==> config.mk <==
export PLATFORM = sky130hd
export DESIGN_NAME = speed_profile_ram
export DESIGN_NICKNAME = d
export VERILOG_FILES = /design/src/source/motor_cfg_pkg.sv /design/src/source/motor_bus_pkg.sv /design/src/source/speed_profile_ram.sv
export SDC_FILE = /design/constraint.sdc
export NUM_CORES = 2
export LEC_CHECK = 0
export BUFFER_PORTS_ARGS = -buffer_cell sky130_fd_sc_hd__buf_2
export CAP_MARGIN = 20
export CORE_UTILIZATION = 45
export DETAILED_ROUTE_END_ITERATION = 12
export PLACE_DENSITY = 0.71
export SYNTH_ARGS = -nofsm -noshare
export SYNTH_HDL_FRONTEND = slang
export SYNTH_SLANG_ARGS = --single-unit
==> constraint.sdc <==
create_clock -name clk -period 2.9 [get_ports clk]
set_clock_uncertainty 0.2 [all_clocks]
set_input_delay 0.145 -clock clk [delete_from_list [all_inputs] [get_ports clk]]
set_output_delay 0.145 -clock clk [all_outputs]
set_load 0.01 [all_outputs]
==> src/source/motor_cfg_pkg.sv <==
package motor_cfg_pkg;

	// half-period count in prescaled ticks
	localparam int SPEED_W = 16;

	// steps per move
	localparam int STEP_W = 16;

	// microstep code for the driver
	localparam int MS_W = 3;

	// speed profile tables
	localparam int TAB_AW = 8;
	localparam int TAB_DEPTH = 256;

	// tick divisor
	localparam int PRESC_W = 16;

	typedef logic [SPEED_W-1:0] speed_t;
	typedef logic [STEP_W-1:0]  step_t;
	typedef logic [MS_W-1:0]    ms_t;
	typedef logic [TAB_AW-1:0]  tab_addr_t;
	typedef logic [PRESC_W-1:0] presc_t;

endpackage

==> src/source/motor_bus_pkg.sv <==
package motor_bus_pkg;

	localparam int APB_AW = 12;
	localparam int APB_DW = 32;

	// register map in byte offsets
	localparam logic [APB_AW-1:0] REG_CTRL     = 12'h000;
	localparam logic [APB_AW-1:0] REG_SPEED    = 12'h004;
	localparam logic [APB_AW-1:0] REG_STEPS    = 12'h008;
	localparam logic [APB_AW-1:0] REG_PRESC    = 12'h00C;
	localparam logic [APB_AW-1:0] REG_ACCE_MAX = 12'h010;
	localparam logic [APB_AW-1:0] REG_DEAC_MAX = 12'h014;
	localparam logic [APB_AW-1:0] REG_STATUS   = 12'h018;

	// table regions with one word per entry
	localparam logic [APB_AW-1:0] ACCE_BASE    = 12'h400;
	localparam logic [APB_AW-1:0] DEAC_BASE    = 12'h800;

	typedef struct packed {
		logic              psel;
		logic              penable;
		logic              pwrite;
		logic [APB_AW-1:0] paddr;
		logic [APB_DW-1:0] pwdata;
	} apb_req_t;

	typedef struct packed {
		logic [APB_DW-1:0] prdata;
		logic              pready;
		logic              pslverr;
	} apb_rsp_t;

	// start and stop are single-cycle pulses
	typedef struct packed {
		logic                     start;
		logic                     stop;
		logic                     dir;
		motor_cfg_pkg::ms_t       ms;
		motor_cfg_pkg::speed_t    speed;
		motor_cfg_pkg::step_t     steps;
		motor_cfg_pkg::presc_t    presc;
		motor_cfg_pkg::tab_addr_t acce_max;
		motor_cfg_pkg::tab_addr_t deac_max;
	} motor_cmd_t;

	typedef struct packed {
		logic                     en;
		motor_cfg_pkg::tab_addr_t addr;
		motor_cfg_pkg::speed_t    data;
	} tab_wr_t;

	typedef struct packed {
		logic                 busy;
		motor_cfg_pkg::step_t steps;
	} motor_stat_t;

endpackage

==> src/source/speed_profile_ram.sv <==
module speed_profile_ram #(
	parameter int DEPTH = motor_cfg_pkg::TAB_DEPTH
) (
	input  logic                     clk,
	input  motor_bus_pkg::tab_wr_t   i_wr,
	input  logic                     i_rd_en,
	input  motor_cfg_pkg::tab_addr_t i_rd_addr,
	output motor_cfg_pkg::speed_t    o_rd_data
);
	import motor_cfg_pkg::*;

	// one half-period per step index
	speed_t mem [0:DEPTH-1];

	always_ff @(posedge clk) begin
		if (i_wr.en)
			mem[i_wr.addr] <= i_wr.data;
	end

	// registered read with data one clock after enable
	always_ff @(posedge clk) begin
		if (i_rd_en)
			o_rd_data <= mem[i_rd_addr];
	end

endmodule

== After elaboration in Yosys (flattened, before gate mapping) ==
Memories as Yosys holds them, arrays and structs flattened. A register that Yosys moved wholly into a read port is not among the register bits.
Index checks and enable logic that the tools add are counted.
W data, S select, Z words.

* Multiplexer cells: 2

{| class="wikitable"
|+ Operators by type and width
! cell !! number
|-
| $mux W1 || 2
|}

* Memories kept: 1
* Output and inout bits: 16
* Flip-flop bits (word level): 0
* Logic and storage cells: 3
* Input port bits: 35
* Bits in writable memories: 4,096

{| class="wikitable"
|+ Memories
! memory !! words !! bits a word !! rd ports !! clocked after Yosys merged registers in !! write ports !! RTL line !! RTL
|-
| mem || 256 || 16 || 1 || 1 || 1 || speed_profile_ram.sv:13 || <nowiki>speed_t mem [0:DEPTH-1];</nowiki>
|}

== Logic depth before layout (Yosys ltp) ==
* Depth after elaboration: 2
* Depth in mapped cells: 12
* Depth with buffers taken out: 6

== Worst setup path after synthesis ==
Ideal clock, no wire load.

* Path type: input port to flip-flop
* From: input i_rd_addr[0]
* To: register o_rd_data[4], read port of mem, data pin
* Setup time: 0.265 ns
* Path buffers: 3
* Setup slack: 0.306 ns
* Arrival time: 2.129 ns
* Stages on the path: 8
* Cell sequence: buf_6 > buf_6 > buf_2 > mux4_2 > mux4_2 > a22o_1 > o32ai_2 > nor4_2

{| class="wikitable"
|+ RTL lines
! what !! RTL line !! RTL
|-
| from (decl) || speed_profile_ram.sv:7 || <nowiki>input motor_cfg_pkg::tab_addr_t i_rd_addr,</nowiki>
|-
| to (decl) || speed_profile_ram.sv:8 || <nowiki>output motor_cfg_pkg::speed_t o_rd_data</nowiki>
|}

==> flow_metrics.py <==
metrics = {
    "routing": {
        "top_layer_used": "met5",
        "wire_per_inst_um": 32.0,
        "drc": 0,
        "antenna_left": 0,
        "viasPerCell": 6.18,
        "wl_met2_um": 202000,
        "wl_met3_um": 43700,
        "via_count": 81800,
        "wl_um": 423000,
        "first_pass_iters": 6,
        "drt_iter0_drc": 11600,
        "wl_met1_um": 160000,
    },
    "sta": {
        "slew_viol_final": 0,
        "whs_ps": 85.4,
        "fin_tns_setup_ps": -39.9,
        "finalHoldViolCount": 0,
        "layout_setup_ws_ps": -37.0,
        "rsz0062_at_grt": "no",
        "period_minus_slack_ps": 2940,
        "setup_violations": 2,
        "worstMarginPinSlew_ps": 1190,
        "max_freq_mhz": 340,
        "period_share": 1.01,
        "relSlewSlack": 0.209,
    },
    "floorplanning": {
        "die_w_um": 596,
        "die_h_um": 596,
        "core-area_mm2": 0.350,
        "row_count": 217,
        "io_pins": 51,
        "start_util": 0.454,
        "die_area_mm2": 0.355,
    },
    "worst_setup_path": {
        "cp_max_fo": 19,
        "rrSetupSlack_ps": 0,
        "crit_type": "in2reg",
        "critPathMaxStageDelay_ps": 640,
        "crit_path_top_delay_cell": "o21ai_0",
        "cp_cell_sequence": "buf_12 > buf_12 > buf_12 > buf_4 > buf_4 > mux2i_1 > o221ai_1 > o22ai_1 > o21ai_0 > nand4_1 > nor4_1",
        "cp-start-kind": "primary input",
        "crit_arrival_ps": 3500,
        "rr_worst_depth": 6,
        "worst_setup_path_end_kind": "flip-flop",
        "cp.required_ps": 3460,
        "rr_endpoint": "o_rd_data[2]",
        "crit_start": "i_rd_addr[0]",
        "worstReg2RegStart": "mem[57][2]",
        "crit_top_cell": "buf_12",
    },
    "synthesis": {
        "synth.top_cells.by_area": "edfxtp_1 78%, mux4_2 11%, mux2i_1 3.6%",
        "synthAdderAreaFrac": 0,
        "synth_top_area_frac": 0.777,
        "synth.distinct_cells": 51,
        "synth-simple-area-share": 0.0157,
        "synthMuxAreaShare": 0.155,
        "synth_compound_area_frac": 0.0353,
        "yosysMostFrequentCell": "edfxtp_1",
        "synthArstFlopShare": 0,
        "syn_avg_cell_area_um2": 21.6,
        "synth-xor-area-share": 0,
        "synth_common_cells": "4112 x edfxtp_1, 797 x mux4_2, 565 x mux2i_1",
        "synth_top_family_by_area": "multiplexers",
        "yosysSeqAreaShare": 0.777,
        "synth-warning-count": 0,
        "synthesis.area_mm2": 0.159,
        "synth_top_cell_by_area": "edfxtp_1",
        "syn_nets": 7395,
        "ys.flop_type": "edfxtp_1",
        "synth_cells": 7360,
        "ys_ff_latch": 4112,
        "synth-edff-count": 4112,
    },
    "clock_network": {
        "clk_pin_slew_ps": 60,
        "cts_setup_buffers": 0,
        "clk_latency_ps": 940,
        "cts_tree": "yes",
        "h-tree-depth": 5,
        "cts_root_buf": "clkbuf_16",
        "clock_sinks": 4112,
        "clk_path_buf_depth": 4,
        "numCtsBuffers": 399,
    },
    "min_path": {
        "hp-class": "in2reg",
        "holdCritStartpoint": "i_wr[1]",
        "worstHoldEndpoint": "mem[221][1]",
        "hold_path_depth": 2,
    },
    "global_route": {
        "grt_pass1_wl_um": 603000,
        "overflow": 0,
        "grt_pass1_vias": 81000,
        "track_usage": 0.236,
        "grt_start_max_net_pins": 124,
        "grt_antenna_before_repair": 22,
    },
    "pwr": {
        "peakVddDrop_mv": 0.641,
        "power.static_leakage_nw": 59.3,
        "p_per_area_mw_per_mm2": 666,
    },
    "placement": {
        "dp.cells": 12500,
        "dp_hpwl_um": 268000,
        "portBuffers": 50,
        "place.gp.congestion": 0.921,
    },
    "outcome": {
        "violations": "setup timing",
        "outcome": "complete, but fails checks",
    },
    "cells_and_area": {
        "drive_gt1_frac": 0.285,
        "fin_cells": 13200,
        "syn2layout_area_growth_pct": 15.9,
        "layout.nets": 8347,
    },
    "run": {
        "cap_violations": 0,
    },
}
-- state kept, by name (all words and copies together), names as in the netlist --
name / count
mem: 4096
o_rd_data: 16
-- cells in the final DEF (no fill, tap or decap), types with 37 or more instances in the layout --
cell type / count
edfxtp_1: 4112
mux4_2: 797
buf_4: 783
mux2i_1: 565
clkbuf_16: 408
nor2_1: 285
o221ai_1: 252
a21oi_1: 175
o22ai_1: 148
buf_12: 138
nor3_1: 90
clkbuf_1: 90
clkinv_1: 89
mux2_2: 88
clkinv_2: 71
a22oi_1: 42
nand2_1: 37
o21ai_0: 37
-- per-layer routing --
layer	vias to the layer above	global-route usage
li1	33200	-
met1	43100	0.325
met2	4816	0.375
met3	734	0.0459
met4	4	0.0881
met5	-	0
-- through the flow --
stage / power (mW) / worst slack (ps) / cell area (um^2) / util
6_report: 123 / -37.0 / 184000 / 0.526
5_1_grt: 126 / 0.444 / 184000 / 0.526
4_1_cts: 123 / -44.9 / 184000 / 0.526
3_5_place_dp: 73.7 / -935 / 171000 / 0.489
3_3_place_gp: 73.5 / -931 / 171000 / 0.489
2_1_floorplan: 70.1 / 306 / 159000 / -
-- worst max-delay path by stage --
stage	slack (ps)	cells past startpoint	to
after global placement	-930	11	o_rd_data[1]
after detailed placement	-930	11	o_rd_data[1]
after floorplan	310	8	o_rd_data[4]
final	-40	11	o_rd_data[9]
after global routing	0.4	9	o_rd_data[11]
after CTS	-40	6	o_rd_data[0]
-- kinds of logic (layout without fill, tap and decap cells) --
group / count (synthesis) / in the layout
other: 0 / 13
buffers and inverters: 456 / 1725
AO/OA/AOI/OAI: 786 / 786
flip-flops: 4112 / 4112
multiplexers: 1450 / 1450
AND/OR/NAND/NOR: 556 / 556
-- power by group --
| group | leakage [nW] | total [mW] | internal (mW) | switching [mW] |
|---|---|---|---|---|
| clock network | 6.09 | 50.2 | 28.4 | 21.8 |
| logic | 16.3 | 6.93 | 2.61 | 4.32 |
| registers | 37.0 | 65.6 | 65.5 | 0.0988 |
| total | 59.3 | 123 | 96.6 | 26.2 |
-- critical path, delay by kind of cell --
| kind | cells | cell delay, ps |
|---|---|---|
| buf+inv | 5 | 1260 |
| compound gates | 3 | 990 |
| simple gates | 2 | 820 |
| mux | 1 | 150 |
-- repair_timing --
action	CTS	global route
endpoints found under the setup margin	10	8
hold buffers	33	0
gates resized for setup	19	10
pin swaps	1	2
hold endpoints to repair	4883	0
-- cell type report --
type	instances	area, um^2
sequential	4112	123000
tap	4599	5750
multi-input combinational	2792	33000
antenna	13	32.5
clock buffer	498	10500
inverter	4	27.5
timing repair buffer	1003	9400
clock inverter	220	1910
fill	26300	166000
Power figures use the tool's default switching activity.
