$ cat src/source/motor_cfg_pkg.sv
package motor_cfg_pkg;

	// half-period count in prescaled ticks
	localparam int SPEED_W = 16;

	// steps per move
	localparam int STEP_W = 16;

	// microstep code for the driver
	localparam int MS_W = 3;

	// speed profile tables
	localparam int TAB_AW = 8;
	localparam int TAB_DEPTH = 256;

	// tick divisor
	localparam int PRESC_W = 16;

	typedef logic [SPEED_W-1:0] speed_t;
	typedef logic [STEP_W-1:0]  step_t;
	typedef logic [MS_W-1:0]    ms_t;
	typedef logic [TAB_AW-1:0]  tab_addr_t;
	typedef logic [PRESC_W-1:0] presc_t;

endpackage

$ cat src/source/motor_bus_pkg.sv
package motor_bus_pkg;

	localparam int APB_AW = 12;
	localparam int APB_DW = 32;

	// register map in byte offsets
	localparam logic [APB_AW-1:0] REG_CTRL     = 12'h000;
	localparam logic [APB_AW-1:0] REG_SPEED    = 12'h004;
	localparam logic [APB_AW-1:0] REG_STEPS    = 12'h008;
	localparam logic [APB_AW-1:0] REG_PRESC    = 12'h00C;
	localparam logic [APB_AW-1:0] REG_ACCE_MAX = 12'h010;
	localparam logic [APB_AW-1:0] REG_DEAC_MAX = 12'h014;
	localparam logic [APB_AW-1:0] REG_STATUS   = 12'h018;

	// table regions with one word per entry
	localparam logic [APB_AW-1:0] ACCE_BASE    = 12'h400;
	localparam logic [APB_AW-1:0] DEAC_BASE    = 12'h800;

	typedef struct packed {
		logic              psel;
		logic              penable;
		logic              pwrite;
		logic [APB_AW-1:0] paddr;
		logic [APB_DW-1:0] pwdata;
	} apb_req_t;

	typedef struct packed {
		logic [APB_DW-1:0] prdata;
		logic              pready;
		logic              pslverr;
	} apb_rsp_t;

	// start and stop are single-cycle pulses
	typedef struct packed {
		logic                     start;
		logic                     stop;
		logic                     dir;
		motor_cfg_pkg::ms_t       ms;
		motor_cfg_pkg::speed_t    speed;
		motor_cfg_pkg::step_t     steps;
		motor_cfg_pkg::presc_t    presc;
		motor_cfg_pkg::tab_addr_t acce_max;
		motor_cfg_pkg::tab_addr_t deac_max;
	} motor_cmd_t;

	typedef struct packed {
		logic                     en;
		motor_cfg_pkg::tab_addr_t addr;
		motor_cfg_pkg::speed_t    data;
	} tab_wr_t;

	typedef struct packed {
		logic                 busy;
		motor_cfg_pkg::step_t steps;
	} motor_stat_t;

endpackage

$ cat src/source/motor_apb_regs.sv
module motor_apb_regs (
	input  logic                       clk,
	input  logic                       resetn,
	input  motor_bus_pkg::apb_req_t    i_apb,
	output motor_bus_pkg::apb_rsp_t    o_apb,
	output motor_bus_pkg::motor_cmd_t  o_cmd,
	output motor_bus_pkg::tab_wr_t     o_acce_wr,
	output motor_bus_pkg::tab_wr_t     o_deac_wr,
	input  motor_bus_pkg::motor_stat_t i_stat
);
	import motor_cfg_pkg::*;
	import motor_bus_pkg::*;

	motor_cmd_t        cmd;
	logic              wr_commit;
	logic              acce_hit;
	logic              deac_hit;
	logic              reg_hit;
	logic [APB_DW-1:0] rdata;
	logic              acce_en;
	logic              deac_en;
	tab_addr_t         tab_addr;
	speed_t            tab_data;

	assign wr_commit = i_apb.psel && i_apb.penable && i_apb.pwrite;

	assign acce_hit = (i_apb.paddr >= ACCE_BASE) && (i_apb.paddr < ACCE_BASE + TAB_DEPTH * 4);
	assign deac_hit = (i_apb.paddr >= DEAC_BASE) && (i_apb.paddr < DEAC_BASE + TAB_DEPTH * 4);

	// read mux; table regions fall through as zero
	always_comb begin
		reg_hit = 1'b1;
		rdata = '0;
		case (i_apb.paddr)
			REG_CTRL: begin
				rdata[2] = cmd.dir;
				rdata[4 +: MS_W] = cmd.ms;
			end
			REG_SPEED:    rdata[SPEED_W-1:0] = cmd.speed;
			REG_STEPS:    rdata[STEP_W-1:0] = cmd.steps;
			REG_PRESC:    rdata[PRESC_W-1:0] = cmd.presc;
			REG_ACCE_MAX: rdata[TAB_AW-1:0] = cmd.acce_max;
			REG_DEAC_MAX: rdata[TAB_AW-1:0] = cmd.deac_max;
			REG_STATUS: begin
				rdata[0] = i_stat.busy;
				rdata[16 +: STEP_W] = i_stat.steps;
			end
			default: reg_hit = 1'b0;
		endcase
	end

	assign o_apb.prdata = rdata;
	assign o_apb.pready = 1'b1;
	assign o_apb.pslverr = i_apb.psel && i_apb.penable && !(reg_hit || acce_hit || deac_hit);

	// config registers with pulsed start and stop
	always_ff @(posedge clk) begin
		if (!resetn) begin
			cmd <= '0;
		end else begin
			cmd.start <= 1'b0;
			cmd.stop <= 1'b0;
			if (wr_commit) begin
				case (i_apb.paddr)
					REG_CTRL: begin
						cmd.start <= i_apb.pwdata[0];
						cmd.stop <= i_apb.pwdata[1];
						cmd.dir <= i_apb.pwdata[2];
						cmd.ms <= i_apb.pwdata[4 +: MS_W];
					end
					REG_SPEED:    cmd.speed <= i_apb.pwdata[SPEED_W-1:0];
					REG_STEPS:    cmd.steps <= i_apb.pwdata[STEP_W-1:0];
					REG_PRESC:    cmd.presc <= i_apb.pwdata[PRESC_W-1:0];
					REG_ACCE_MAX: cmd.acce_max <= i_apb.pwdata[TAB_AW-1:0];
					REG_DEAC_MAX: cmd.deac_max <= i_apb.pwdata[TAB_AW-1:0];
					default: ;
				endcase
			end
		end
	end

	assign o_cmd = cmd;

	// table write steering
	always_ff @(posedge clk) begin
		if (!resetn) begin
			acce_en <= 1'b0;
			deac_en <= 1'b0;
		end else begin
			acce_en <= wr_commit && acce_hit;
			deac_en <= wr_commit && deac_hit;
		end
	end

	always_ff @(posedge clk) begin
		if (wr_commit) begin
			tab_addr <= i_apb.paddr[2 +: TAB_AW];
			tab_data <= i_apb.pwdata[SPEED_W-1:0];
		end
	end

	assign o_acce_wr = '{en: acce_en, addr: tab_addr, data: tab_data};
	assign o_deac_wr = '{en: deac_en, addr: tab_addr, data: tab_data};

endmodule

$ cat config.mk
export PLATFORM = sky130hd
export DESIGN_NAME = motor_apb_regs
export DESIGN_NICKNAME = d
export VERILOG_FILES = /design/src/source/motor_cfg_pkg.sv /design/src/source/motor_bus_pkg.sv /design/src/source/motor_apb_regs.sv
export SDC_FILE = /design/constraint.sdc
export NUM_CORES = 1
export LEC_CHECK = 0
export BUFFER_PORTS_ARGS = -buffer_cell sky130_fd_sc_hd__clkbuf_2
export CAP_MARGIN = 25
export CORE_MARGIN = 3
export CORE_UTILIZATION = 45
export DETAILED_ROUTE_END_ITERATION = 6
export PLACE_DENSITY = 0.87
export SLEW_MARGIN = 20
export SYNTH_ARGS = -nofsm -noshare
export SYNTH_HDL_FRONTEND = slang
export SYNTH_SLANG_ARGS = --single-unit
$ cat constraint.sdc
create_clock -name clk -period 2.4 [get_ports clk]
set_input_delay 0.24 -clock clk [delete_from_list [all_inputs] [get_ports clk]]
set_output_delay 0.24 -clock clk [all_outputs]
set_load 0.1 [all_outputs]
### Word-level counts from Yosys, hierarchy flattened

Index checks and enable logic that the tools add are counted.

* flip-flop bits (word level): 96
* bits of input ports: 66
* output and inout port bits: 154
* logic and storage cells: 51

* magnitude comparators: 4
* equal/unequal tests: 6
* muxes and demuxes: 9
* reduce and logical (&&, ||, !) cells: 19

Operator list (number)
* $eq A12 B5 Y1 const B: 3
* $eq A12 B4 Y1 const B: 2
* $lt A12 B12 Y1 const B: 2
* $pmux W8 S3: 1
* $pmux W3 S6: 1
* $mux W16: 1
* $pmux W1 S5: 3
* $eq A12 B3 Y1 const B: 1
* $ge A12 B11 Y1 const B: 1
* $ge A12 B12 Y1 const B: 1
* $logic_not A12 Y1: 1
* $pmux W1 S6: 2
* $reduce_and A2 Y1: 6
* $logic_and A1 B1 Y1: 7
* $reduce_or A7 Y1: 1
* $reduce_and A3 Y1: 1
* $logic_or A1 B1 Y1: 2
* $logic_not A1 Y1: 1
* $mux W1: 1

### Depth between registers and ports, before layout

* word-level depth: 7
* gate-level depth with buffers: 7
* depth with buffers taken out: 5

### Worst setup path before layout

Ideal clock, no wire load.

* path type: input-to-output
* from: input i_apb[36] (netlist bit)
* to: output o_apb[0] (netlist bit)
* data arrival time: 5.599 ns
* data required time: 2.160 ns
* path slack: -3.439 ns
* stages: 4
* buffers on the path: 2
* path through: clkbuf_1 -> buf_2 -> nand3_1 -> a2111oi_0

RTL lines
* start, declared: RTL line motor_apb_regs.sv:4 `input motor_bus_pkg::apb_req_t i_apb,`
* end, declared: RTL line motor_apb_regs.sv:5 `output motor_bus_pkg::apb_rsp_t o_apb,`

==> parameters.txt <==
Parameter                              Value

Status
  Run status    finished clean

Die
  Die X-Extent    104.7 µm
  Starting utilization of the core area    between 40 and 50%
  Number of placement rows    35
  Die ar.    0.01095 mm²
  Y dimension of the die    104.7 µm
  Count of pins on the block boundary    220
  Area of the placeable core    0.009371 mm²

Critical path
  WP data arrival    about 2.1 ns
  Required arrival time at the worst endpoint    2.16 ns
  Start of the worst register-to-register path    o_cmd[67]$_SDFFE_PN0P_
  End of the worst register-to-register path    o_cmd[67]$_SDFFE_PN0P_
  Worst Reg-to-Reg Cells    2
  Startpoint types    input port
  Type of destination of the critical path    output pin
  Category of the critical setup timing path    input port to output pin
  Register-to-register path setup slack    between 1.5 and 2 ns
  Largest fanout on the critical path    5

Global route
  First-pass GRT wire length    20.75 mm
  Congestion Overflow GR    0
  Overall routing resource usage    23.80%
  Initial antenna violation count    0
  Pin count of the biggest net entering global routing    46
  Vias in the first global route    3906

Routing
  Count of antenna-violating nets left after detailed routing    0
  Vias per cell    between 5 and 6
  Total wirelength of the detailed-routed design    13.32 mm
  Wire length per cell after detailed routing    roughly 18 µm
  Via count    3880
  Number of optimization iterations in the first detailed-route pass    7
  Initial DRC Count    230
  DRC Markers    0

Layout
  Number of non-filler instances in the completed layout    735
  Ratio of cells with drive above 1 in the final layout    46.53%
  Final net count    667
  Final design instance area without fill    slightly above 0.006 mm²
  Growth of design area from synthesis to finish    41.87%
  Core Util, Final    between 60% and 70%
  # diodes    0

Placement
  Total of buffers placed on input and output ports    202
  Number of placed instances, taps included    719
  Post-placement setup slack    0.03924 ns
  Placement Cell Area    about 0.0060 mm²
  Half-perimeter wire length after detailed placement    10.51 mm
  Final weighted congestion in routability-driven placement    0.7640

Pwr
  Power density over the cells    535.5 mW/mm²
  PnR Total Power    3.328 mW
  Sequential power share    50.7%
  Worst VDD drop    0.0003036 V
  Switching power of the nets    about 1.0 mW
  Lkg Pwr    2.722 nW
  Combinational power share    about 15%
  Part of the power in the clock network    34.3%
  P_int    2.320 mW
  Fraction of power spent switching nets    30.29%

Timing
  Setup repair after global routing missed its margin    false
  Part of the cycle the worst path needs    a little over nine tenths
  Highest clock rate    approximately 430 MHz
  Post-route worst hold slack    0.06773 ns
  Shortest clock period the worst path allows after layout    about 2.3 ns
  Worst-Margin Slew    0.5724 ns
  Max Slew Vio Count    0
  Slew headroom    62.00%
  Number of hold violations in the final report    0
  Final TNS setup    0 ns
  Number of failing setup endpoints in the final timing report    0
  Clock Skews    0 ns
  Final worst-path setup slack    ~0.07 ns

Clock network
  Bufs on Longest Clock Path    2
  CTS H-tree lvls    3
  Clock Sinks    96
  CTS hold repair buffers    0
  Clock transition at the register clock pins on the worst setup and hold paths after CTS    0.11 ns
  Resized Gates After CTS    0
  Number of buffers created by CTS    9
  Setup bufs post-CTS    0
  CTS root buffer    clkbuf_8
  Latest clock arrival within the worst-skew pair    0.34 ns
  CTS tree    yes

Yosys
  EDFF count, synth    24
  Share of the yosys chip area belonging to registers    49.36%
  Yosys Warn Count    0
  Mapped Area    ~0.0044 mm²
  Synthesized area per cell    about 11 µm²
  Number of synthesized register bits    96
  Net Count, Synth    482
  Cell count after synthesis    416
  Post-synthesis async set-or-reset flop share    0%
  Most instantiated flip-flop cell in the synthesis netlist    dfxtp_1
  Count of different cell masters after synthesis    42

Worst hold path
  Hold wc startpoint    i_apb[10]
  Path class of the lowest-slack min-delay path    input port to flop
  WHS Endpoint    tab_data[10]$_DFFE_PP_
  Min-Delay Path Depth    1

Flow run
  Total of max-cap violations    0
sequential cells by signal, indices dropped and copies added, names as in the netlist:
| register | flops |
|---|---|
| o_cmd | 70 |
| tab_data | 16 |
| tab_addr | 8 |
| acce_en | 1 |
| deac_en | 1 |
cells in the mapped netlist, drive strengths merged, types with 2 or more instances:
cell type	instances	area share [%]
edfxtp	24	16
and3	2	0.29
o221ai	3	0.60
o22ai	4	0.57
a222oi	8	1.8
inv	14	1.2
mux2i	77	18
clkbuf	12	1.1
nand3b	3	0.51
mux4	4	2.1
a21oi	4	0.46
nor3b	4	0.91
nor2	5	0.49
dfxtp	72	33
buf	37	6.4
and2	18	2.6
or3b	2	0.40
nor4	6	1.4
o21ai	6	0.69
or4	2	0.34
nor2b	2	0.29
nand2	86	7.4
nand4	3	0.43
nand3	8	1.0
nor3	3	0.97
final cells by class:
type / instances / area [µm²]
clock inverters: 5 / 62.56
fillers: 727 / 3157
inverters: 14 / 52.55
repair buffers: 223 / 1702
multi-input cells: 257 / 1922
flip-flops and latches: 96 / 2162
well taps: 129 / 161.4
clock buffers: 11 / 152.6
layer usage:
layer,vias to the layer above,GRT usage (%),routed length (µm)
met4,0,7.310,253
li1,1803,-,-
met3,21,4.571,786
met2,184,43.82,7040
met5,-,0,0
met1,1872,27.85,5243
cell usage in the layout (no fill, tap or decap), types with 2 or more instances in the layout:
cell type and count:
nand3_1 7, inv_1 6, and3_1 2, or4_1 2, buf_4 18, nand4_1 3, nor3_4 2, o21ai_0 5
nand2_1 86, dfxtp_1 72, o22ai_1 3, or3b_2 2, nor2b_1 2, edfxtp_1 24, nand3b_1 3, and2_1 8
nor2_1 4, o221ai_4 2, mux4_2 4, and2_2 10, clkbuf_2 169, clkbuf_8 9, buf_12 36, nor4_2 5
a222oi_1 8, nor3b_1 2, a21oi_1 4, inv_2 8, mux2i_1 77
how the worst max path moves through the flow:
stage	from	endpoint	cells after the start
after floorplan	i_apb[36]	o_apb[0]	4
after global placement	i_apb[33]	o_apb[18]	6
after detailed placement	i_apb[33]	o_apb[28]	6
after CTS	i_apb[33]	o_apb[28]	6
after global routing	i_apb[33]	o_apb[4]	6
final	i_apb[33]	o_apb[6]	6
worst max-delay path, cell delays in order:
cell	delay [ns]
clkbuf_2	0.09
or4_1	0.58
nor3_2	0.28
nand3b_1	0.30
o22ai_1	0.36
buf_12	0.22
power groups by stage:
stage | clock (mW) | combinational [mW] | sequential, mW
2_1_floorplan | 0 | 0.261 | 1.86
6_report | 1.14 | 0.499 | 1.69
3_3_place_gp | 0 | 0.494 | 1.72
5_1_grt | 1.22 | 0.517 | 1.69
4_1_cts | 1.15 | 0.500 | 1.69
3_5_place_dp | 0 | 0.499 | 1.72
cell families after synthesis:
kind of cell / count (synthesis) / synth area share (%)
compound gates: 26 / 4.342
buf+inv: 63 / 8.683
flops: 96 / 49.36
mux: 81 / 19.65
other cells: 1 / 0.08561
simple gates: 149 / 17.88
Power figures use the tool's default switching activity.
