==> config.mk <==
export PLATFORM = sky130hd
export DESIGN_NAME = step_pulse_gen
export DESIGN_NICKNAME = d
export VERILOG_FILES = /design/src/source/motor_cfg_pkg.sv /design/src/source/motor_bus_pkg.sv /design/src/source/step_pulse_gen.sv
export SDC_FILE = /design/constraint.sdc
export NUM_CORES = 1
export LEC_CHECK = 0
export BUFFER_PORTS_ARGS = -buffer_cell sky130_fd_sc_hd__buf_2
export CAP_MARGIN = 20
export CORE_UTILIZATION = 51
export CTS_CLUSTER_DIAMETER = 120
export DETAILED_ROUTE_END_ITERATION = 6
export PLACE_DENSITY_LB_ADDON = 0.1
export SLEW_MARGIN = 20
export SYNTH_ARGS = -nofsm -noshare
export SYNTH_HDL_FRONTEND = slang
export SYNTH_SLANG_ARGS = --single-unit
==> constraint.sdc <==
create_clock -name clk -period 6.2 [get_ports clk]
set_input_delay 1.86 -clock clk [delete_from_list [all_inputs] [get_ports clk]]
set_output_delay 1.86 -clock clk [all_outputs]
set_load 0.005 [all_outputs]
==> src/source/motor_cfg_pkg.sv <==
package motor_cfg_pkg;

	// half-period count in prescaled ticks
	localparam int SPEED_W = 16;

	// steps per move
	localparam int STEP_W = 16;

	// microstep code for the driver
	localparam int MS_W = 3;

	// speed profile tables
	localparam int TAB_AW = 8;
	localparam int TAB_DEPTH = 256;

	// tick divisor
	localparam int PRESC_W = 16;

	typedef logic [SPEED_W-1:0] speed_t;
	typedef logic [STEP_W-1:0]  step_t;
	typedef logic [MS_W-1:0]    ms_t;
	typedef logic [TAB_AW-1:0]  tab_addr_t;
	typedef logic [PRESC_W-1:0] presc_t;

endpackage

==> src/source/motor_bus_pkg.sv <==
package motor_bus_pkg;

	localparam int APB_AW = 12;
	localparam int APB_DW = 32;

	// register map in byte offsets
	localparam logic [APB_AW-1:0] REG_CTRL     = 12'h000;
	localparam logic [APB_AW-1:0] REG_SPEED    = 12'h004;
	localparam logic [APB_AW-1:0] REG_STEPS    = 12'h008;
	localparam logic [APB_AW-1:0] REG_PRESC    = 12'h00C;
	localparam logic [APB_AW-1:0] REG_ACCE_MAX = 12'h010;
	localparam logic [APB_AW-1:0] REG_DEAC_MAX = 12'h014;
	localparam logic [APB_AW-1:0] REG_STATUS   = 12'h018;

	// table regions with one word per entry
	localparam logic [APB_AW-1:0] ACCE_BASE    = 12'h400;
	localparam logic [APB_AW-1:0] DEAC_BASE    = 12'h800;

	typedef struct packed {
		logic              psel;
		logic              penable;
		logic              pwrite;
		logic [APB_AW-1:0] paddr;
		logic [APB_DW-1:0] pwdata;
	} apb_req_t;

	typedef struct packed {
		logic [APB_DW-1:0] prdata;
		logic              pready;
		logic              pslverr;
	} apb_rsp_t;

	// start and stop are single-cycle pulses
	typedef struct packed {
		logic                     start;
		logic                     stop;
		logic                     dir;
		motor_cfg_pkg::ms_t       ms;
		motor_cfg_pkg::speed_t    speed;
		motor_cfg_pkg::step_t     steps;
		motor_cfg_pkg::presc_t    presc;
		motor_cfg_pkg::tab_addr_t acce_max;
		motor_cfg_pkg::tab_addr_t deac_max;
	} motor_cmd_t;

	typedef struct packed {
		logic                     en;
		motor_cfg_pkg::tab_addr_t addr;
		motor_cfg_pkg::speed_t    data;
	} tab_wr_t;

	typedef struct packed {
		logic                 busy;
		motor_cfg_pkg::step_t steps;
	} motor_stat_t;

endpackage

==> src/source/step_pulse_gen.sv <==
module step_pulse_gen (
	input  logic                       clk,
	input  logic                       resetn,
	input  motor_bus_pkg::motor_cmd_t  i_cmd,
	output logic                       o_acce_rd_en,
	output motor_cfg_pkg::tab_addr_t   o_acce_addr,
	input  motor_cfg_pkg::speed_t      i_acce_data,
	output logic                       o_deac_rd_en,
	output motor_cfg_pkg::tab_addr_t   o_deac_addr,
	input  motor_cfg_pkg::speed_t      i_deac_data,
	output logic                       o_drive,
	output logic                       o_dir,
	output motor_cfg_pkg::ms_t         o_ms,
	output motor_bus_pkg::motor_stat_t o_stat
);
	import motor_cfg_pkg::*;

	typedef enum logic {
		IDLE,
		RUNNING
	} state_t;

	state_t state;
	presc_t presc_cnt;
	logic   tick;
	logic   start_pend;
	logic   stop_pend;
	speed_t speed_max;
	speed_t speed_cur;
	speed_t speed_cnt;
	speed_t speed_var;
	step_t  step_cnt;
	step_t  step_remain;
	step_t  step_issued;
	logic   step_done;
	logic   cnt_zero;
	logic   go;
	logic   halt;
	logic   edge_en;
	logic   rise;
	logic   fall;
	logic   rd_en;
	logic   rd_en_d1;
	logic   rd_en_d2;

	// tick every presc+1 clocks
	always_ff @(posedge clk) begin
		if (!resetn)
			presc_cnt <= '0;
		else if (tick)
			presc_cnt <= '0;
		else
			presc_cnt <= presc_cnt + 1'b1;
	end

	assign tick = (presc_cnt >= i_cmd.presc);

	// start/stop wait here for the next tick
	always_ff @(posedge clk) begin
		if (!resetn) begin
			start_pend <= 1'b0;
			stop_pend <= 1'b0;
		end else begin
			if (start_pend) begin
				if (tick)
					start_pend <= 1'b0;
			end else if (i_cmd.start && state == IDLE) begin
				start_pend <= 1'b1;
			end
			if (stop_pend) begin
				if (tick)
					stop_pend <= 1'b0;
			end else if (i_cmd.stop && state == RUNNING) begin
				stop_pend <= 1'b1;
			end
		end
	end

	assign cnt_zero = (speed_cnt == '0);
	assign go = tick && state == IDLE && start_pend && (i_cmd.steps != '0);
	assign halt = tick && state == RUNNING && (stop_pend || (step_done && cnt_zero));
	assign edge_en = tick && state == RUNNING && cnt_zero && !step_done && !stop_pend;
	assign rise = edge_en && !o_drive;
	assign fall = edge_en && o_drive;

	always_ff @(posedge clk) begin
		if (!resetn)
			state <= IDLE;
		else if (go)
			state <= RUNNING;
		else if (halt)
			state <= IDLE;
	end

	always_ff @(posedge clk) begin
		if (!resetn) begin
			o_dir <= 1'b0;
			o_ms <= '0;
		end else if (go) begin
			o_dir <= i_cmd.dir;
			o_ms <= i_cmd.ms;
		end
	end

	// last step seen with drive high
	always_ff @(posedge clk) begin
		if (!resetn)
			step_done <= 1'b0;
		else if (tick) begin
			if (state == IDLE)
				step_done <= 1'b0;
			else if (o_drive && step_remain == '0)
				step_done <= 1'b1;
		end
	end

	// table index and steps left
	always_ff @(posedge clk) begin
		if (!resetn) begin
			step_cnt <= '0;
			step_remain <= '0;
		end else if (go) begin
			step_cnt <= '0;
			step_remain <= i_cmd.steps - 1'b1;
		end else if (fall) begin
			step_cnt <= step_cnt + 1'b1;
			step_remain <= step_remain - 1'b1;
		end
	end

	always_ff @(posedge clk) begin
		if (!resetn)
			step_issued <= '0;
		else if (go)
			step_issued <= '0;
		else if (rise)
			step_issued <= step_issued + 1'b1;
	end

	always_ff @(posedge clk) begin
		if (!resetn)
			speed_cnt <= '0;
		else if (tick) begin
			if (state == IDLE)
				speed_cnt <= '0;
			else if (cnt_zero)
				speed_cnt <= speed_cur;
			else
				speed_cnt <= speed_cnt - 1'b1;
		end
	end

	always_ff @(posedge clk) begin
		if (!resetn)
			o_drive <= 1'b0;
		else if (halt)
			o_drive <= 1'b0;
		else if (edge_en)
			o_drive <= !o_drive;
	end

	// profile lookup at start and after each completed step
	always_ff @(posedge clk) begin
		if (!resetn) begin
			rd_en <= 1'b0;
			rd_en_d1 <= 1'b0;
			rd_en_d2 <= 1'b0;
		end else begin
			rd_en <= go || fall;
			rd_en_d1 <= rd_en;
			rd_en_d2 <= rd_en_d1;
		end
	end

	assign o_acce_rd_en = rd_en;
	assign o_deac_rd_en = rd_en;
	assign o_acce_addr = (step_cnt > step_t'(i_cmd.acce_max)) ? i_cmd.acce_max
		: tab_addr_t'(step_cnt);
	assign o_deac_addr = (step_remain > step_t'(i_cmd.deac_max)) ? i_cmd.deac_max
		: tab_addr_t'(step_remain);

	// slowest of acce, deac and cruise
	always_ff @(posedge clk) begin
		if (rd_en_d1)
			speed_var <= (i_acce_data > i_deac_data) ? i_acce_data : i_deac_data;
	end

	always_ff @(posedge clk) begin
		if (go) begin
			speed_max <= i_cmd.speed;
			speed_cur <= i_cmd.speed;
		end else if (rd_en_d2) begin
			speed_cur <= (speed_var > speed_max) ? speed_var : speed_max;
		end
	end

	assign o_stat.busy = (state == RUNNING);
	assign o_stat.steps = step_issued;

endmodule

======== After elaboration in Yosys (flattened, before gate mapping) ========
Index checks and enable logic that the tools add are counted.
word-level totals
  register bits after elaboration ......... 140
  logic and storage cells ................. 80
  output and inout port bits .............. 40
cells by class
  bitwise gates (word level) .............. 2
  equal/unequal tests ..................... 1
  reduce and logical (&&, ||, !) cells .... 29
  $add $sub $neg .......................... 6
  magnitude comparators ................... 5
  mux-type cells .......................... 19
operators with widths
  cell                     count
  $mux W16                 8
  $add A16 B1 Y16 const B  3
  $sub A16 B1 Y16 const B  3
  $gt A16 B16 Y1           2
  $gt A16 B8 Y1            2
  $logic_not A16 Y1        2
  $ge A16 B16 Y1           1
  $mux W8                  2
  $reduce_bool A16 Y1      1
  $logic_and A1 B1 Y1      14
  $mux W1                  9
  $reduce_bool A2 Y1       3
  $reduce_or A2 Y1         3
  $logic_not A1 Y1         3
  $logic_or A1 B1 Y1       2
  $ne A2 B1 Y1 const B     1
  $not A1 Y1               2
  $reduce_and A2 Y1        1

======== Depth between registers and ports, before layout ========
  depth after elaboration ................. 8
  depth in mapped cells ................... 19
  mapped depth without buffers ............ 18

======== Worst setup path after synthesis ========
Ideal clock, no wire load.
  path kind ............................... input-to-output
  start ................................... in i_cmd[13] (netlist name)
  end ..................................... out o_acce_addr[0]
  setup slack ............................. 0.792 ns
  data required time ...................... 4.340 ns
  data arrival time ....................... 3.548 ns
  buffers on the path ..................... 1
  cell stages on the path ................. 10
  cell sequence ........................... inv_1 ha_1 a21o_1 a21o_1 a21oi_1 o21ai_0 o21ai_0 and3_1 clkbuf_1 mux2_2
between the ends
  cells in the longest elaborated chain, start to end .. 2
RTL lines
  element          RTL line               RTL
  start, declared  step_pulse_gen.sv:4    input motor_bus_pkg::motor_cmd_t i_cmd,
  $gt A16 B8 Y1    step_pulse_gen.sv:177  assign o_acce_addr = (step_cnt > step_t'(i_cmd.acce_max)) ? i_cmd.acce_max
  $mux W8          step_pulse_gen.sv:177
  end, declared    step_pulse_gen.sv:6    output motor_cfg_pkg::tab_addr_t o_acce_addr,
No other way between the ends.

======== Final worst setup path ========
  start ................................... in i_cmd[1] (netlist name)
  end ..................................... out o_deac_addr[0]
between the ends
  cells in the longest elaborated chain, start to end .. 2
RTL lines
  element        RTL line               RTL
  $gt A16 B8 Y1  step_pulse_gen.sv:179  assign o_deac_addr = (step_remain > step_t'(i_cmd.deac_max)) ? i_cmd.deac_max
  $mux W8        step_pulse_gen.sv:179
  end, declared  step_pulse_gen.sv:9    output motor_cfg_pkg::tab_addr_t o_deac_addr,
No other way between the ends.

==> impl_metrics.toml <==
[floorplan]
die_h_um = 132
initial_core_util = 0.521
die_w_um = 132
die_area_sq_um = 17400
num_io_pins = 144
core_area_sq_um = 16500
num_rows = 47

[logic_synthesis]
syn_area_sq_um = 8610
syn_avg_cell_area_sq_um = 8.91
synth-async-reset-ratio = 0
synth_edf_count = 48
syn_inst = 966
yosys_warnings = 0
ys_seq_area_frac = 0.381
syn-num-nets = 1140
yosysUniqueCellTypes = 65
synth_ff_type = "dfxtp_1"
ys_seq_elements = 140

[grt]
grt.busiest_layer = "met2"
grt_first_pass_wirelength_mm = 31.0
use_met2 = 0.342
grt_max_degree = 59
grt_util_met1 = 0.295
antenna_found_initial = 2
overflow = 0
grt_use_met3 = 0.0519
grt_usage = 0.216
grt_pass1_vias = 6690

[critical_path]
endpoint_kind = "output pin"
crit_type = "input port to output pin"
cp.required_ns = 4.34
cp-start-kind = "input port"
cp_max_fo = 16
startpoint = "i_cmd[1]"
rr_startpoint = "presc_cnt[6]"
crit_arrival_ns = 3.83

[sta]
tightest_slew_ns = 1.01
fin_crit_sh = 0.918
hold_violations = 0
skew_ns = 0.0111
setup_tns_ns = 0
rsz0062_at_grt = "no"
slew_headroom = 0.317
setup_viol = 0
min_period_ns = 5.69
timing.fmax_ghz = 0.176
slew_violations = 0

[place]
post-dp-hpwl_mm = 13.2
placed_cells = 1294
io_buffers = 143
gp_congestion = 0.824

[cells_and_area]
drive_gt1_frac = 0.202
syn_to_final_growth_pct = 17.2
fillCellCount = 1489
nNetsFinal = 1267
layout.cells.non_filler = 1328
layout_common_cells = "143 x buf_2, 92 x dfxtp_1, 82 x nor2_1"
final_common_cell = "buf_2"

[cts]
postCtsSetupBuffers = 0
clk_pin_slew_ns = 0.06
clock-sinks = 140
clkLatencyLatePin_ns = 0.42
numCtsBuffers = 17
cts_tree = "built"
cts_root_buf = "clkbuf_16"
clock_path_buffers = 2
cts-resized-gates = 0
postCtsHoldBufs = 0
htree_levels = 4

[route]
drt_first_pass_iters = 5
ant_nets = 0
drc = 0
num_vias = 7228
wl_per_cell_um = 13.8
drtIter0Drc = 431
viasPerCell = 5.44
routed_wl_mm = 18.3

[power]
vdd_drop_max_v = 0.000173
p_leak_nw = 4.52
powerDensity_nw_per_um2 = 208
total_power_mw = 2.10

[min_path]
min_path_type = "register to register"
hold_start = "o_ms[0]"

[flow_run]
drv_cap = 0

[status]
outcome = "complete, no violations"
==> kinds of logic after synthesis <==
group / after synthesis / synth area share
flip-flops: 140 / 0.381
XOR/XNOR: 60 / 0.0611
AND/OR/NAND/NOR: 340 / 0.205
multiplexers: 45 / 0.0558
adder cells (fa/ha/maj): 70 / 0.102
buffers and inverters: 118 / 0.0538
AO/OA/AOI/OAI: 193 / 0.141
==> cell type report <==
class / instances / area [sq um] / share of cell area
tap: 220 / 275 / 0.0273
clock buffer: 17 / 425 / 0.0422
inverter: 77 / 289 / 0.0287
clock inverter: 15 / 161 / 0.0160
timing repair buffer: 149 / 761 / 0.0754
sequential: 140 / 3280 / 0.325
multi-input combinational: 708 / 4890 / 0.484
antenna: 2 / 5.00 / 0.000496
==> synthesized netlist by cell type (3+ instances only) <==
| master | n | share of area |
|---|---|---|
| edfxtp_1 | 48 | 0.17 |
| o211a_1 | 6 | 0.0070 |
| nand3_1 | 45 | 0.026 |
| a21oi_1 | 44 | 0.026 |
| nor3_1 | 18 | 0.010 |
| o211ai_1 | 11 | 0.0096 |
| or4_4 | 3 | 0.0039 |
| nand2_1 | 69 | 0.030 |
| nand2b_1 | 4 | 0.0029 |
| mux2i_1 | 21 | 0.024 |
| o22ai_1 | 5 | 0.0036 |
| buf_2 | 3 | 0.0017 |
| a221oi_1 | 8 | 0.0081 |
| nor2b_1 | 9 | 0.0065 |
| inv_1 | 75 | 0.033 |
| o21a_1 | 8 | 0.0070 |
| or3_1 | 18 | 0.013 |
| and3_1 | 22 | 0.016 |
| a21boi_0 | 9 | 0.0078 |
| and4_1 | 3 | 0.0031 |
| o21ai_0 | 67 | 0.039 |
| mux2_2 | 24 | 0.031 |
| dfxtp_1 | 92 | 0.21 |
| a22oi_1 | 4 | 0.0035 |
| ha_1 | 70 | 0.10 |
| clkbuf_1 | 32 | 0.014 |
| xnor2_1 | 28 | 0.028 |
| nor4_1 | 18 | 0.013 |
| and2_1 | 6 | 0.0044 |
| or4_1 | 6 | 0.0052 |
| a21o_1 | 12 | 0.010 |
| nand4_1 | 20 | 0.015 |
| nor3b_1 | 3 | 0.0026 |
| xor2_1 | 32 | 0.033 |
| nor2_1 | 82 | 0.036 |
| o2111ai_1 | 3 | 0.0031 |
==> power breakdown <==
| group | internal [mW] | switching, mW | leakage, nW |
|---|---|---|---|
| Combinational | 0.0650 | 0.0682 | 3.07 |
| Clock | 0.598 | 0.416 | 0.277 |
| Sequential | 0.950 | 0.00282 | 1.17 |
==> sequential cells by signal, summed over array words and instances (netlist names) <==
register / count
o_drive: 1
presc_cnt: 16
rd_en_d1: 1
o_acce_rd_en: 1
rd_en_d2: 1
step_cnt: 16
o_ms: 3
state: 1
step_issued: 16
step_remain: 16
o_dir: 1
speed_cnt: 16
stop_pend: 1
speed_var: 16
step_done: 1
speed_cur: 16
speed_max: 16
start_pend: 1
==> critical path, stage by stage <==
cell and delay (ns):
buf_2 0.10, inv_1 0.04, ha_1 0.29, nor2b_1 0.13, o21a_1 0.16, o21a_1 0.16
o21a_1 0.16, o21a_1 0.16, o21a_1 0.34, nand3_1 0.16, o211ai_1 0.10, buf_2 0.15
==> per-layer routing <==
layer  up-vias  part of all wire
li1       3738                 -
met1      3297              0.49
met2       181              0.45
met3        10             0.059
met4         2            0.0057
met5         -           0.00055
==> final timing paths <==
kind | slack, ns | depth (start not counted) | to
max | 0.51 | 12 | o_deac_addr[0]
min | 0.46 | 2 | o_ms[0]
max reg2reg | 2.18 | 17 | step_remain[14]
min reg2reg | 0.46 | 2 | o_ms[0]
==> stage by stage <==
stage	worst slack, ns	utilization	hold slack (ns)	instance area, sq um
global placement	0.529	0.574	0.453	9490
global route	0.319	0.610	0.485	10100
finish	0.506	0.610	0.460	10100
CTS	0.497	0.610	0.465	10100
floorplan	0.792	-	0.441	8610
detailed placement	0.505	0.574	0.456	9490
Power figures use the tool's default switching activity.
